`src/hw/snake_pkg.sv`:
```
package snake_pkg;

   localparam int board_rows = 20;
   localparam int board_cols = 20;
   localparam int num_cells = board_rows * board_cols;

   typedef logic [8:0] cell_idx_t;
   typedef logic [4:0] coord_t;
   typedef logic [8:0] age_t;

   typedef struct packed {
      coord_t row;
      coord_t col;
   } pos_t;

   // same encoding as the key and move decode
   typedef enum logic [1:0] {
      heading_up    = 2'b00,
      heading_down  = 2'b01,
      heading_left  = 2'b10,
      heading_right = 2'b11
   } heading_t;

   typedef enum logic [1:0] {
      turn_right = 2'd0,
      straight   = 2'd1,
      turn_left  = 2'd2,
      turn_none  = 2'd3
   } turn_t;

   typedef struct packed {
      logic apple_front;
      logic apple_left;
      logic apple_right;
      logic obst_front;
      logic obst_left;
      logic obst_right;
   } sense_t;

   typedef logic [num_cells-1:0] cell_map_t;

   localparam pos_t start_pos = '{row: 5'd5, col: 5'd5};
   localparam cell_idx_t first_apple = 9'd10;
   localparam logic [8:0] lfsr_seed = 9'h1ff;
   // x^9 + x^5 + 1
   localparam logic [8:0] lfsr_taps = 9'h110;

   function automatic cell_idx_t cell_of(pos_t p);
      return cell_idx_t'(p.row * board_cols + p.col);
   endfunction

   // true when one move in h would leave the board
   function automatic logic at_edge(pos_t p, heading_t h);
      case (h)
         heading_up:   return p.row == '0;
         heading_down: return p.row == coord_t'(board_rows - 1);
         heading_left: return p.col == '0;
         default:      return p.col == coord_t'(board_cols - 1);
      endcase
   endfunction

   function automatic pos_t move_pos(pos_t p, heading_t h);
      pos_t n;
      n = p;
      case (h)
         heading_up:   n.row = p.row - 1'b1;
         heading_down: n.row = p.row + 1'b1;
         heading_left: n.col = p.col - 1'b1;
         default:      n.col = p.col + 1'b1;
      endcase
      return n;
   endfunction

   function automatic heading_t rotate_cw(heading_t h);
      case (h)
         heading_up:   return heading_right;
         heading_right: return heading_down;
         heading_down: return heading_left;
         default:      return heading_up;
      endcase
   endfunction

   function automatic heading_t rotate_ccw(heading_t h);
      case (h)
         heading_up:   return heading_left;
         heading_left: return heading_down;
         heading_down: return heading_right;
         default:      return heading_up;
      endcase
   endfunction

endpackage
```
`src/hw/apple_picker.sv`:
```
`timescale 1ns/1ns

module apple_picker import snake_pkg::*; (
   input  logic      clk,
   input  logic      rst,
   input  cell_map_t occupied_map,
   input  cell_idx_t apple,
   output cell_idx_t next_apple
);

   logic [8:0] lfsr;
   cell_idx_t  cand;
   coord_t     cand_row;
   logic       legal;

   always_comb begin
      cand = cell_idx_t'(lfsr % num_cells);
      cand_row = coord_t'(cand / board_cols);
      // free cell, not the current apple, even row only
      legal = !occupied_map[cand] && (cand != apple) && !cand_row[0];
   end

   always_ff @(posedge clk) begin
      if (rst) begin
         lfsr <= lfsr_seed;
         next_apple <= first_apple;
      end else begin
         lfsr <= {lfsr[7:0], ^(lfsr & lfsr_taps)};
         if (legal) begin
            next_apple <= cand;
         end
      end
   end

endmodule

```
`config.mk`:
```
export PLATFORM = sky130hd
export DESIGN_NAME = apple_picker
export DESIGN_NICKNAME = d
export VERILOG_FILES = /design/src/hw/snake_pkg.sv /design/src/hw/apple_picker.sv
export SDC_FILE = /design/constraint.sdc
export NUM_CORES = 1
export LEC_CHECK = 0
export BUFFER_PORTS_ARGS = -buffer_cell sky130_fd_sc_hd__buf_2
export CORE_AREA = 2 2 163 165
export DETAILED_ROUTE_END_ITERATION = 10
export DIE_AREA = 0 0 165 167
export PLACE_DENSITY = 0.44
export SLEW_MARGIN = 15
export SYNTH_ARGS = -nofsm -noshare
export SYNTH_HDL_FRONTEND = slang
export SYNTH_SLANG_ARGS = --single-unit
```
`constraint.sdc`:
```
create_clock -name clk -period 4.44 [get_ports clk]
set_clock_uncertainty 0.05 [all_clocks]
set_input_delay 0.222 -clock clk [delete_from_list [all_inputs] [get_ports clk]]
set_output_delay 0.222 -clock clk [all_outputs]
set_load 0.01 [all_outputs]
```
==> metrics.log, run 1 <==
[metrics] clock buffers created by TritonCTS: 3
[metrics] type of the worst min-delay path: primary input to register
[metrics] commonest cells in the netlist: mux4_2 (103), clkbuf_1 (33), a22oi_1 (25)
[metrics] Synth Cell Area: 4650 sq um
[metrics] fraction of power consumed by combinational cells: 61.3%
[metrics] cell-internal power: 653 uW
[metrics] vias per cell: 4.99
[metrics] clock share of power: 21.2%
[metrics] Clk Latency, worst-skew pair: 0.25 ns
[metrics] residual overflow from global routing: 0
[metrics] highest clock frequency the design can meet: 0.237 GHz
[metrics] cell row count: 59
[metrics] final setup violation count: 0
[metrics] total placed instance area: 7300 sq um
[metrics] mux contribution to synthesized area: 51.8%
[metrics] most used cell, CP: ha_4
[metrics] Worst Path Buf+Inv: 1
[metrics] number of vias in the routed layout: 5815
[metrics] pwr dens: 127 nW/um^2
[metrics] dominant combinational cell family by area after synthesis: multiplexers
[metrics] minimum clock period: 4.22 ns
[metrics] most instantiated flip-flop cell in the synthesis netlist: dfxtp_1
[metrics] largest driver fanout on the critical path: 8
[metrics] Avg Inst Size Synth: 11.1 sq um
[metrics] number of port buffers: 419
[metrics] number of instances in the synthesized netlist: 420
[metrics] clock tree from TritonCTS: yes
[metrics] initial cell density of the core: 18.0%
[metrics] number of H-tree levels: 1
[metrics] post-route cell area: 7550 sq um
[metrics] worst stage delay on the critical path: 0.65 ns
[metrics] startpoint type of the worst setup path: register
[metrics] detailed placement HPWL: 21.7 mm
[metrics] core footprint: 25800 sq um
[metrics] Die Ht: 167 um
[metrics] Detailed Route Iter0 Violations: 359
[metrics] Area growth, synth to finish: 62.3%
[metrics] Layout Nets: 1246
[metrics] Hold Fails Final Rpt: 0
[metrics] I/O pin count: 420
[metrics] net switching power: 306 uW
[metrics] endpoint kind of the worst setup timing path: register
[metrics] maximum resistive drop on vdd: 0.114 mV
[metrics] post-synthesis sequential area ratio: 7.75%
[metrics] share of the synthesized area in compound gates (AO/OA/AOI/OAI): 19.7%
[metrics] maxcap violations: 0
[metrics] total power after layout: 958 uW
[metrics] Async S/R FF share, synth: 0%
[metrics] proportion of layout cells with a drive suffix above 1: 74.2%
[metrics] total count of max-transition violations in the final report: 0
[metrics] top-area cell type share of the netlist area: 49.9%
[metrics] Synth area leaders: mux4_2 (50%), dfxtp_1 (7.8%), a22oi_1 (4.0%), clkbuf_1 (2.7%), a221oi_1 (2.3%)
[metrics] part of the total power dissipated in sequential elements: 17.5%
[metrics] number of distinct library cell variants in the gate-level netlist after synthesis: 64
[metrics] antenna violations before repair: 1
[metrics] RD Place Congestion: 0.860
[metrics] wire length of the first global-routing pass: 37.2 mm
[metrics] number of antenna repair diodes: 0
[metrics] required time reported for the critical path endpoint: 4.52 ns
[metrics] maximum clock insertion buffer count: 2
[metrics] number of iterations in the first detailed-routing pass: 6
[metrics] flops & latches, synth: 18
[metrics] largest net degree at the start of global routing: 70
[metrics] worst relative slew slack: 31.7%
[metrics] final worst-path cycle share: 95.2%
[metrics] leakage power: 3.32 nW
[metrics] worst hold slack: 0.323 ns
[metrics] Die Wd: 165 um
[metrics] area of the die: 27600 sq um
[metrics] count of flip-flops with a built-in enable after synthesis: 0
[metrics] library cell contributing the largest single delay on the critical path: or4bb_4
[metrics] ordered list of cells on the worst path: ha_4 -> or4bb_1 -> buf_4 -> nor2_1 -> o31ai_4 -> nand2_2 -> ha_4 -> nand2b_4 -> nor4_2 -> a22oi_1 -> and2_1 -> o2111a_1 -> or4bb_4 -> o31ai_2 -> a21oi_1
[metrics] fraction of power spent switching nets: 31.9%
[metrics] CTS Hold Buffers Added: 0
[metrics] Detailed Route WL: 25.2 mm
[metrics] Clock Tree Root: clkbuf_16
[metrics] drc violations: 0
[metrics] slew at the pin with the worst max-slew slack: 1.02 ns
[metrics] Worst EP arrival: 4.30 ns
[metrics] via count of the first global-routing pass: 6102
[metrics] cell taking the most area after synthesis: mux4_2
[metrics] adder-cell area share of the yosys netlist: 1.08%
[metrics] Top delay family on crit path: simple AND/OR/NAND/NOR gates
[metrics] routed wirelength normalized by instance count: 21.6 um
[metrics] Synthesis Warnings: 0
[metrics] clock-pin slew of the registers on the worst-case setup and hold paths: 0.06 ns
[metrics] Post-DRT Antenna Nets: 0
[metrics] number of sinks handled by clock tree synthesis: 18
[metrics] WS Path Type: register to register
[metrics] status: completed
[metrics] Global Route Usage Sum: 17.7%
[metrics] fraction of the mapped netlist area in simple logic gates: 12.6%
[metrics] syn_nets: 835
[metrics] most instantiated library cell after synthesis: mux4_2
[metrics] parity-gate share of the synthesized area counting xor and xnor cells: 2.45%
==> state kept, by name, indices dropped and copies added, names as in the netlist <==
name        flops
next_apple      9
lfsr            9
==> kinds of logic after synthesis <==
group / Yosys count
flip-flops: 18
XOR/XNOR: 13
adder cells (fa/ha/maj): 4
buffers and inverters: 52
AND/OR/NAND/NOR: 101
AO/OA/AOI/OAI: 121
multiplexers: 111
==> placed cells by master, fill, tap and decap left out, types with 3 or more instances in the layout <==
cell type	instances
buf_2	419
mux4_2	103
buf_4	33
a22oi_1	25
a21oi_1	20
nand3_1	15
dfxtp_1	15
nand2_1	14
a221oi_1	11
nor2_1	10
nand4_1	10
a22o_1	10
o21ai_0	9
or2_2	8
xnor2_1	7
and3_1	5
nor2b_1	4
mux2i_1	4
nor4_2	4
o211ai_1	4
xor2_1	4
o31ai_2	4
nand2b_1	3
mux2_2	3
o21a_1	3
o31ai_4	3
nor4_1	3
and2_1	3
clkbuf_16	3
==> cell type report <==
cell class / count / area [sq um]
inverters: 4 / 17.5
fillers: 2755 / 18200
well taps: 335 / 419
flip-flops and latches: 18 / 369
clock buffers: 4 / 88.8
multi-input cells: 350 / 4270
repair buffers: 454 / 2380
==> power by group through the flow <==
stage	Combinational (mW)	Clock (mW)	Sequential, mW
4_1_cts	0.584	0.205	0.168
2_1_floorplan	0.316	0	0.171
3_5_place_dp	0.583	0	0.171
6_report	0.588	0.203	0.168
3_3_place_gp	0.581	0	0.171
5_1_grt	0.641	0.215	0.169
==> path summary, 6_finish.rpt <==
path	from	to	slack [ns]	cells past startpoint
worst max-delay path	lfsr[4]	next_apple[8]	0.22	15
worst min-delay path	rst	next_apple[5]	0.32	2
worst max register to register	lfsr[4]	next_apple[8]	0.22	15
worst min register to register	next_apple[7]	next_apple[7]	0.42	2
==> stage by stage <==
| stage | TNS, ns | setup slack (ns) | std cells | util (%) |
|---|---|---|---|---|
| 2_1_floorplan | 0 | 0.00673 | 420 | - |
| 3_3_place_gp | 0 | 0.0360 | 1160 | 28.3 |
| 3_5_place_dp | 0 | 0.0148 | 1160 | 28.3 |
| 4_1_cts | 0 | 0.000969 | 1164 | 28.7 |
| 5_1_grt | -0.0116 | -0.0116 | 1165 | 29.3 |
| 6_report | 0 | 0.215 | 1165 | 29.3 |
==> routing by layer <==
layer	vias up	wire length, um	track usage [%]
li1	2672	-	-
met1	2876	10700	23.8
met2	243	12800	30.0
met3	24	1290	2.81
met4	0	435	3.36
met5	-	0	0
==> timing repair <==
| action | 4_1_cts | 5_1_grt |
|---|---|---|
| setup buffers | 0 | 1 |
| gates resized for setup | 0 | 33 |
| endpoints found under the setup margin | 0 | 9 |
No activity file was read; power rests on OpenSTA's default activity.
==> run 2: changes to the inputs <==
==> constraint.sdc (replaced) <==
create_clock -name clk -period 3.57 [get_ports clk]
set_clock_uncertainty 0.05 [all_clocks]
set_input_delay 0.1785 -clock clk [delete_from_list [all_inputs] [get_ports clk]]
set_output_delay 0.1785 -clock clk [all_outputs]
set_load 0.01 [all_outputs]
==> metrics.log, run 2 (synthesis gave the netlist of run 1 again) <==
[metrics] final worst-path cycle share: 117%
[metrics] worst flop-to-flop path endpoint: next_apple[3]
[metrics] startpoint type of the worst setup path: register
[metrics] proportion of layout cells with a drive suffix above 1: 77.7%
[metrics] Detailed Route WL: 25.9 mm
[metrics] library cell contributing the largest single delay on the critical path: or4bb_4
[metrics] number of sinks handled by clock tree synthesis: 18
[metrics] most used cell, CP: ha_4
[metrics] number of H-tree levels: 1
[metrics] start of the worst register-to-register path: lfsr[5]
[metrics] Clk Latency, worst-skew pair: 0.25 ns
[metrics] slew at the pin with the worst max-slew slack: 0.520 ns
[metrics] antenna violations before repair: 3
[metrics] R2R cell count: 19
[metrics] Hold Fails Final Rpt: 0
[metrics] highest-count cells in the layout ignoring fill and taps: buf_2 (419), mux4_2 (103), buf_4 (103), a22oi_1 (24), a21oi_1 (19)
[metrics] total placed instance area: 7860 sq um
[metrics] maximum resistive drop on vdd: 0.126 mV
[metrics] routed wirelength normalized by instance count: 20.8 um
[metrics] via count of the first global-routing pass: 6467
[metrics] maximum clock insertion buffer count: 2
[metrics] Worst R2R Setup Slack: -0.59 ns
[metrics] I/O pin count: 420
[metrics] largest net degree at the start of global routing: 35
[metrics] Final TNS setup: -5.10 ns
[metrics] Setup WS post-layout: -0.593 ns
[metrics] endpoint kind of the worst setup timing path: register
[metrics] pwr dens: 148 nW/um^2
[metrics] Die Ht: 167 um
[metrics] detailed placement HPWL: 22.7 mm
[metrics] largest driver fanout on the critical path: 7
[metrics] core footprint: 25800 sq um
[metrics] cell row count: 59
[metrics] unrepaired setup endpoints after global routing: true
[metrics] highest clock frequency the design can meet: 0.240 GHz
[metrics] CTS Hold Buffers Added: 0
[metrics] ordered list of cells on the worst path: inv_2 -> ha_4 -> o31a_1 -> ha_4 -> buf_4 -> nand3_1 -> o21a_1 -> o31ai_4 -> nand2_4 -> ha_4 -> buf_4 -> nor4_1 -> o22ai_2 -> and2_1 -> a311o_1 -> or4bb_4 -> buf_6 -> nor4_4 -> a21oi_1
[metrics] Global Route Usage Sum: 18.2%
[metrics] number of vias in the routed layout: 6171
[metrics] Post-DRT Antenna Nets: 0
[metrics] clock tree from TritonCTS: yes
[metrics] required time reported for the critical path endpoint: 3.65 ns
[metrics] number of port buffers: 419
[metrics] Die Wd: 165 um
[metrics] Layout Nets: 1321
[metrics] initial cell density of the core: 18.0%
[metrics] area of the die: 27600 sq um
[metrics] residual overflow from global routing: 0
[metrics] clock buffers created by TritonCTS: 3
[metrics] CP endpoint: next_apple[3]
[metrics] WS Path Type: register to register
[metrics] minimum clock period: 4.16 ns
[metrics] drc violations: 0
[metrics] total count of max-transition violations in the final report: 0
[metrics] vias per cell: 4.97
[metrics] final setup violation count: 9
[metrics] violated checks: setup timing
[metrics] leakage power: 3.71 nW
[metrics] beginning of the critical path: lfsr[5]
[metrics] clock-pin slew of the registers on the worst-case setup and hold paths: 0.05 ns
[metrics] maxcap violations: 0
[metrics] type of the worst min-delay path: primary input to register
[metrics] Area growth, synth to finish: 78.1%
[metrics] worst stage delay on the critical path: 0.62 ns
[metrics] worst slack, placed: -0.686 ns
[metrics] Worst EP arrival: 4.24 ns
[metrics] most common library cell in the layout ignoring fill and taps: buf_2
[metrics] registers with the most flip-flops: lfsr: 9 flops, next_apple: 9 flops
[metrics] Clock Tree Root: clkbuf_16
[metrics] status: finished, violations left
[metrics] RD Place Congestion: 0.857
[metrics] post-route cell area: 8280 sq um
[metrics] wire length of the first global-routing pass: 38.5 mm
[metrics] number of iterations in the first detailed-routing pass: 4
[metrics] Detailed Route Iter0 Violations: 226
[metrics] worst relative slew slack: 64.4%
## run 2: worst min-delay path by stage
stage	from	endpoint	slack, ns	depth (start not counted)
final	rst	next_apple[7]	0.29	2
after global routing	rst	next_apple[5]	0.34	2
after CTS	rst	next_apple[5]	0.29	2
after detailed placement	next_apple[8]	next_apple[8]	0.41	2
after global placement	next_apple[8]	next_apple[8]	0.41	2
after floorplan	next_apple[6]	next_apple[6]	0.44	0
## run 2: critical path, delay by kind of cell (launching register included)
kind / cells / cell delay [ns]
buffers and inverters: 4 / 0.49
adders and majority gates: 3 / 0.53
AOI/OAI and AO/OA: 6 / 1.15
DFF: 1 / 0.34
and+or+nand+nor: 6 / 1.47
## run 2: what timing repair did
| action | 4_1_cts | 5_1_grt |
|---|---|---|
| gates cloned | 0 | 0 |
| endpoints found under the setup margin | 9 | 9 |
| pin swaps | 18 | 16 |
| resized for setup | 22 | 24 |
| setup buffers | 12 | 3 |
## run 2: report_power, final
group          internal, mW  total [mW]  switching [mW]
Clock                 0.152       0.228          0.0762
Combinational         0.477       0.791           0.314
Sequential            0.205       0.207         0.00276
Total                 0.834        1.23           0.393
## run 2: per-layer routing
metal / wire length, um / track usage (%)
met1: 10800 / 24.3
met2: 13200 / 31.5
met3: 1430 / 3.06
met4: 400 / 2.42
met5: 13 / 0
## run 2: area by class of cell
cell class / count / area (sq um)
fill: 2689 / 17500
tap: 335 / 419
clock buffer: 4 / 78.8
inverter: 4 / 17.5
timing repair buffer: 529 / 3000
multi-input combinational: 350 / 4390
sequential: 18 / 370
antenna: 1 / 2.50
## run 2: through the flow
step / utilization [%] / hold WS [ns] / cells / power, mW
CTS: 31.5 / 0.291 / 1237 / 1.23
detailed placement: 30.5 / 0.411 / 1221 / 0.986
floorplan: - / 0.438 / 420 / 0.614
global placement: 30.5 / 0.409 / 1221 / 0.981
global route: 32.1 / 0.336 / 1241 / 1.30
finish: 32.1 / 0.286 / 1241 / 1.23
==> run 3: changes to the inputs <==
--- a/config.mk
+++ b/config.mk
@@ -10,6 +10,7 @@
 export DETAILED_ROUTE_END_ITERATION = 10
 export DIE_AREA = 0 0 165 167
 export PLACE_DENSITY = 0.44
+export RECOVER_POWER = 25
 export SLEW_MARGIN = 15
 export SYNTH_ARGS = -nofsm -noshare
 export SYNTH_HDL_FRONTEND = slang
==> metrics.log, run 3 (synthesis gave the netlist of run 1 again) <==
[metrics] type of the worst min-delay path: primary input to register
[metrics] vias per cell: 4.97
[metrics] startpoint type of the worst setup path: register
[metrics] drc violations: 0
[metrics] unrepaired setup endpoints after global routing: true
[metrics] Post-Route Utilization: 32.1%
[metrics] highest clock frequency the design can meet: 0.240 GHz
[metrics] I/O pin count: 420
[metrics] highest-count cells in the layout ignoring fill and taps: buf_2 (418), mux4_2 (103), buf_4 (102), a22oi_1 (24), a21oi_1 (19)
[metrics] clock tree from TritonCTS: yes
[metrics] number of port buffers: 419
[metrics] Clk Latency, worst-skew pair: 0.25 ns
[metrics] maxcap violations: 0
[metrics] residual overflow from global routing: 0
[metrics] violated checks: setup timing
[metrics] largest net degree at the start of global routing: 35
[metrics] Worst EP arrival: 4.24 ns
[metrics] worst stage delay on the critical path: 0.62 ns
[metrics] Hold Fails Final Rpt: 0
[metrics] registers with the most flip-flops: lfsr: 9 flops, next_apple: 9 flops
[metrics] Setup WS post-layout: -0.592 ns
[metrics] leakage power: 3.70 nW
[metrics] Post-DRT Antenna Nets: 0
[metrics] RD Place Congestion: 0.857
[metrics] via count of the first global-routing pass: 6467
[metrics] final setup violation count: 9
[metrics] clock buffers created by TritonCTS: 3
[metrics] pwr dens: 148 nW/um^2
[metrics] total count of max-transition violations in the final report: 0
[metrics] Detailed Route WL: 25.8 mm
[metrics] status: finished, violations left
[metrics] initial cell density of the core: 18.0%
[metrics] number of sinks handled by clock tree synthesis: 18
[metrics] Detailed Route Iter0 Violations: 227
[metrics] routed wirelength normalized by instance count: 20.8 um
[metrics] final worst-path cycle share: 117%
[metrics] detailed placement HPWL: 22.7 mm
[metrics] Layout Nets: 1321
[metrics] total power after layout: 1.23 mW
[metrics] total placed instance area: 7860 sq um
[metrics] number of vias in the routed layout: 6168
[metrics] CTS Hold Buffers Added: 0
[metrics] maximum clock insertion buffer count: 2
[metrics] Worst Path Buf+Inv: 4
[metrics] area of combinational cells with multiple inputs: 4390 sq um
[metrics] Top delay family on crit path: simple AND/OR/NAND/NOR gates
[metrics] largest driver fanout on the critical path: 7
[metrics] endpoint kind of the worst setup timing path: register
[metrics] required time reported for the critical path endpoint: 3.65 ns
[metrics] Clock Tree Root: clkbuf_16
[metrics] post-route cell area: 8280 sq um
[metrics] area of the die: 27600 sq um
[metrics] number of iterations in the first detailed-routing pass: 4
[metrics] Die Ht: 167 um
[metrics] Die Wd: 165 um
[metrics] cell row count: 59
[metrics] maximum resistive drop on vdd: 0.126 mV
[metrics] most common library cell in the layout ignoring fill and taps: buf_2
[metrics] ordered list of cells on the worst path: inv_2 -> ha_4 -> o31a_1 -> ha_4 -> buf_4 -> nand3_1 -> o21a_1 -> o31ai_4 -> nand2_4 -> ha_4 -> buf_4 -> nor4_1 -> o22ai_2 -> and2_1 -> a311o_1 -> or4bb_4 -> buf_6 -> nor4_4 -> a21oi_1
[metrics] wire length of the first global-routing pass: 38.5 mm
[metrics] number of H-tree levels: 1
[metrics] slew at the pin with the worst max-slew slack: 0.520 ns
[metrics] library cell contributing the largest single delay on the critical path: or4bb_4
[metrics] core footprint: 25800 sq um
[metrics] Area growth, synth to finish: 78.0%
[metrics] worst slack, placed: -0.686 ns
[metrics] worst relative slew slack: 64.4%
[metrics] clock-pin slew of the registers on the worst-case setup and hold paths: 0.05 ns
[metrics] count of fill cells added during filler insertion: 2689
[metrics] worst hold slack: 0.286 ns
[metrics] WS Path Type: register to register
[metrics] proportion of layout cells with a drive suffix above 1: 77.3%
[metrics] antenna violations before repair: 3
[metrics] most used cell, CP: ha_4
[metrics] Global Route Usage Sum: 18.2%
[metrics] minimum clock period: 4.16 ns
[metrics] register area: 369 sq um
run 3: cell types whose count changed in the layout (fill, tap and decap cells not counted), sizes merged:
| cell | before | now |
|---|---|---|
| buf | 529 | 527 |
| clkbuf | 4 | 6 |
run 3: worst paths after layout:
check / cells after the start / from / to / slack [ns]
max: 19 / lfsr[5] / next_apple[3] / -0.59
min: 2 / rst / next_apple[7] / 0.29
max reg2reg: 19 / lfsr[5] / next_apple[3] / -0.59
min reg2reg: 2 / next_apple[7] / next_apple[7] / 0.42
run 3: final cells by class:
| type | instances | area share (%) |
|---|---|---|
| antenna | 1 | 0.0302 |
| clock buffer | 4 | 0.953 |
| inverter | 4 | 0.212 |
| multi-input combinational | 350 | 53.1 |
| sequential | 18 | 4.46 |
| tap | 335 | 5.07 |
| timing repair buffer | 529 | 36.2 |
run 3: routing by layer:
metal	global-route usage (%)	part of all wire (%)
met1	24.3	42
met2	31.5	51
met3	3.06	5.5
met4	2.42	1.5
met5	0	0.050
run 3: worst register-to-register path: stages (launching register included):
cell     delay [ns]
dfxtp_2        0.34
inv_2          0.05
ha_4           0.15
o31a_1         0.32
ha_4           0.18
buf_4          0.14
nand3_1        0.07
o21a_1         0.17
o31ai_4        0.10
nand2_4        0.09
ha_4           0.20
buf_4          0.13
nor4_1         0.36
o22ai_2        0.20
and2_1         0.22
a311o_1        0.29
or4bb_4        0.62
buf_6          0.17
nor4_4         0.12
a21oi_1        0.07
run 3: where the power goes:
group | switching, mW | internal, mW | total [mW]
Clock | 0.0762 | 0.152 | 0.228
Combinational | 0.314 | 0.477 | 0.791
Sequential | 0.00277 | 0.205 | 0.207
Total | 0.393 | 0.833 | 1.23
run 3: metrics by stage:
stage	std cells	setup TNS, ns
after floorplan	420	-5.20
after global placement	1221	-5.49
after detailed placement	1221	-5.75
after CTS	1237	-4.49
after global routing	1241	-6.42
final	1241	-5.09
run 3: repair_timing:
item                       in CTS  in global routing
gates resized for setup        22                 24
setup endpoints to repair       9                  9
pin swaps                      18                 16
buffers inserted               12                  3
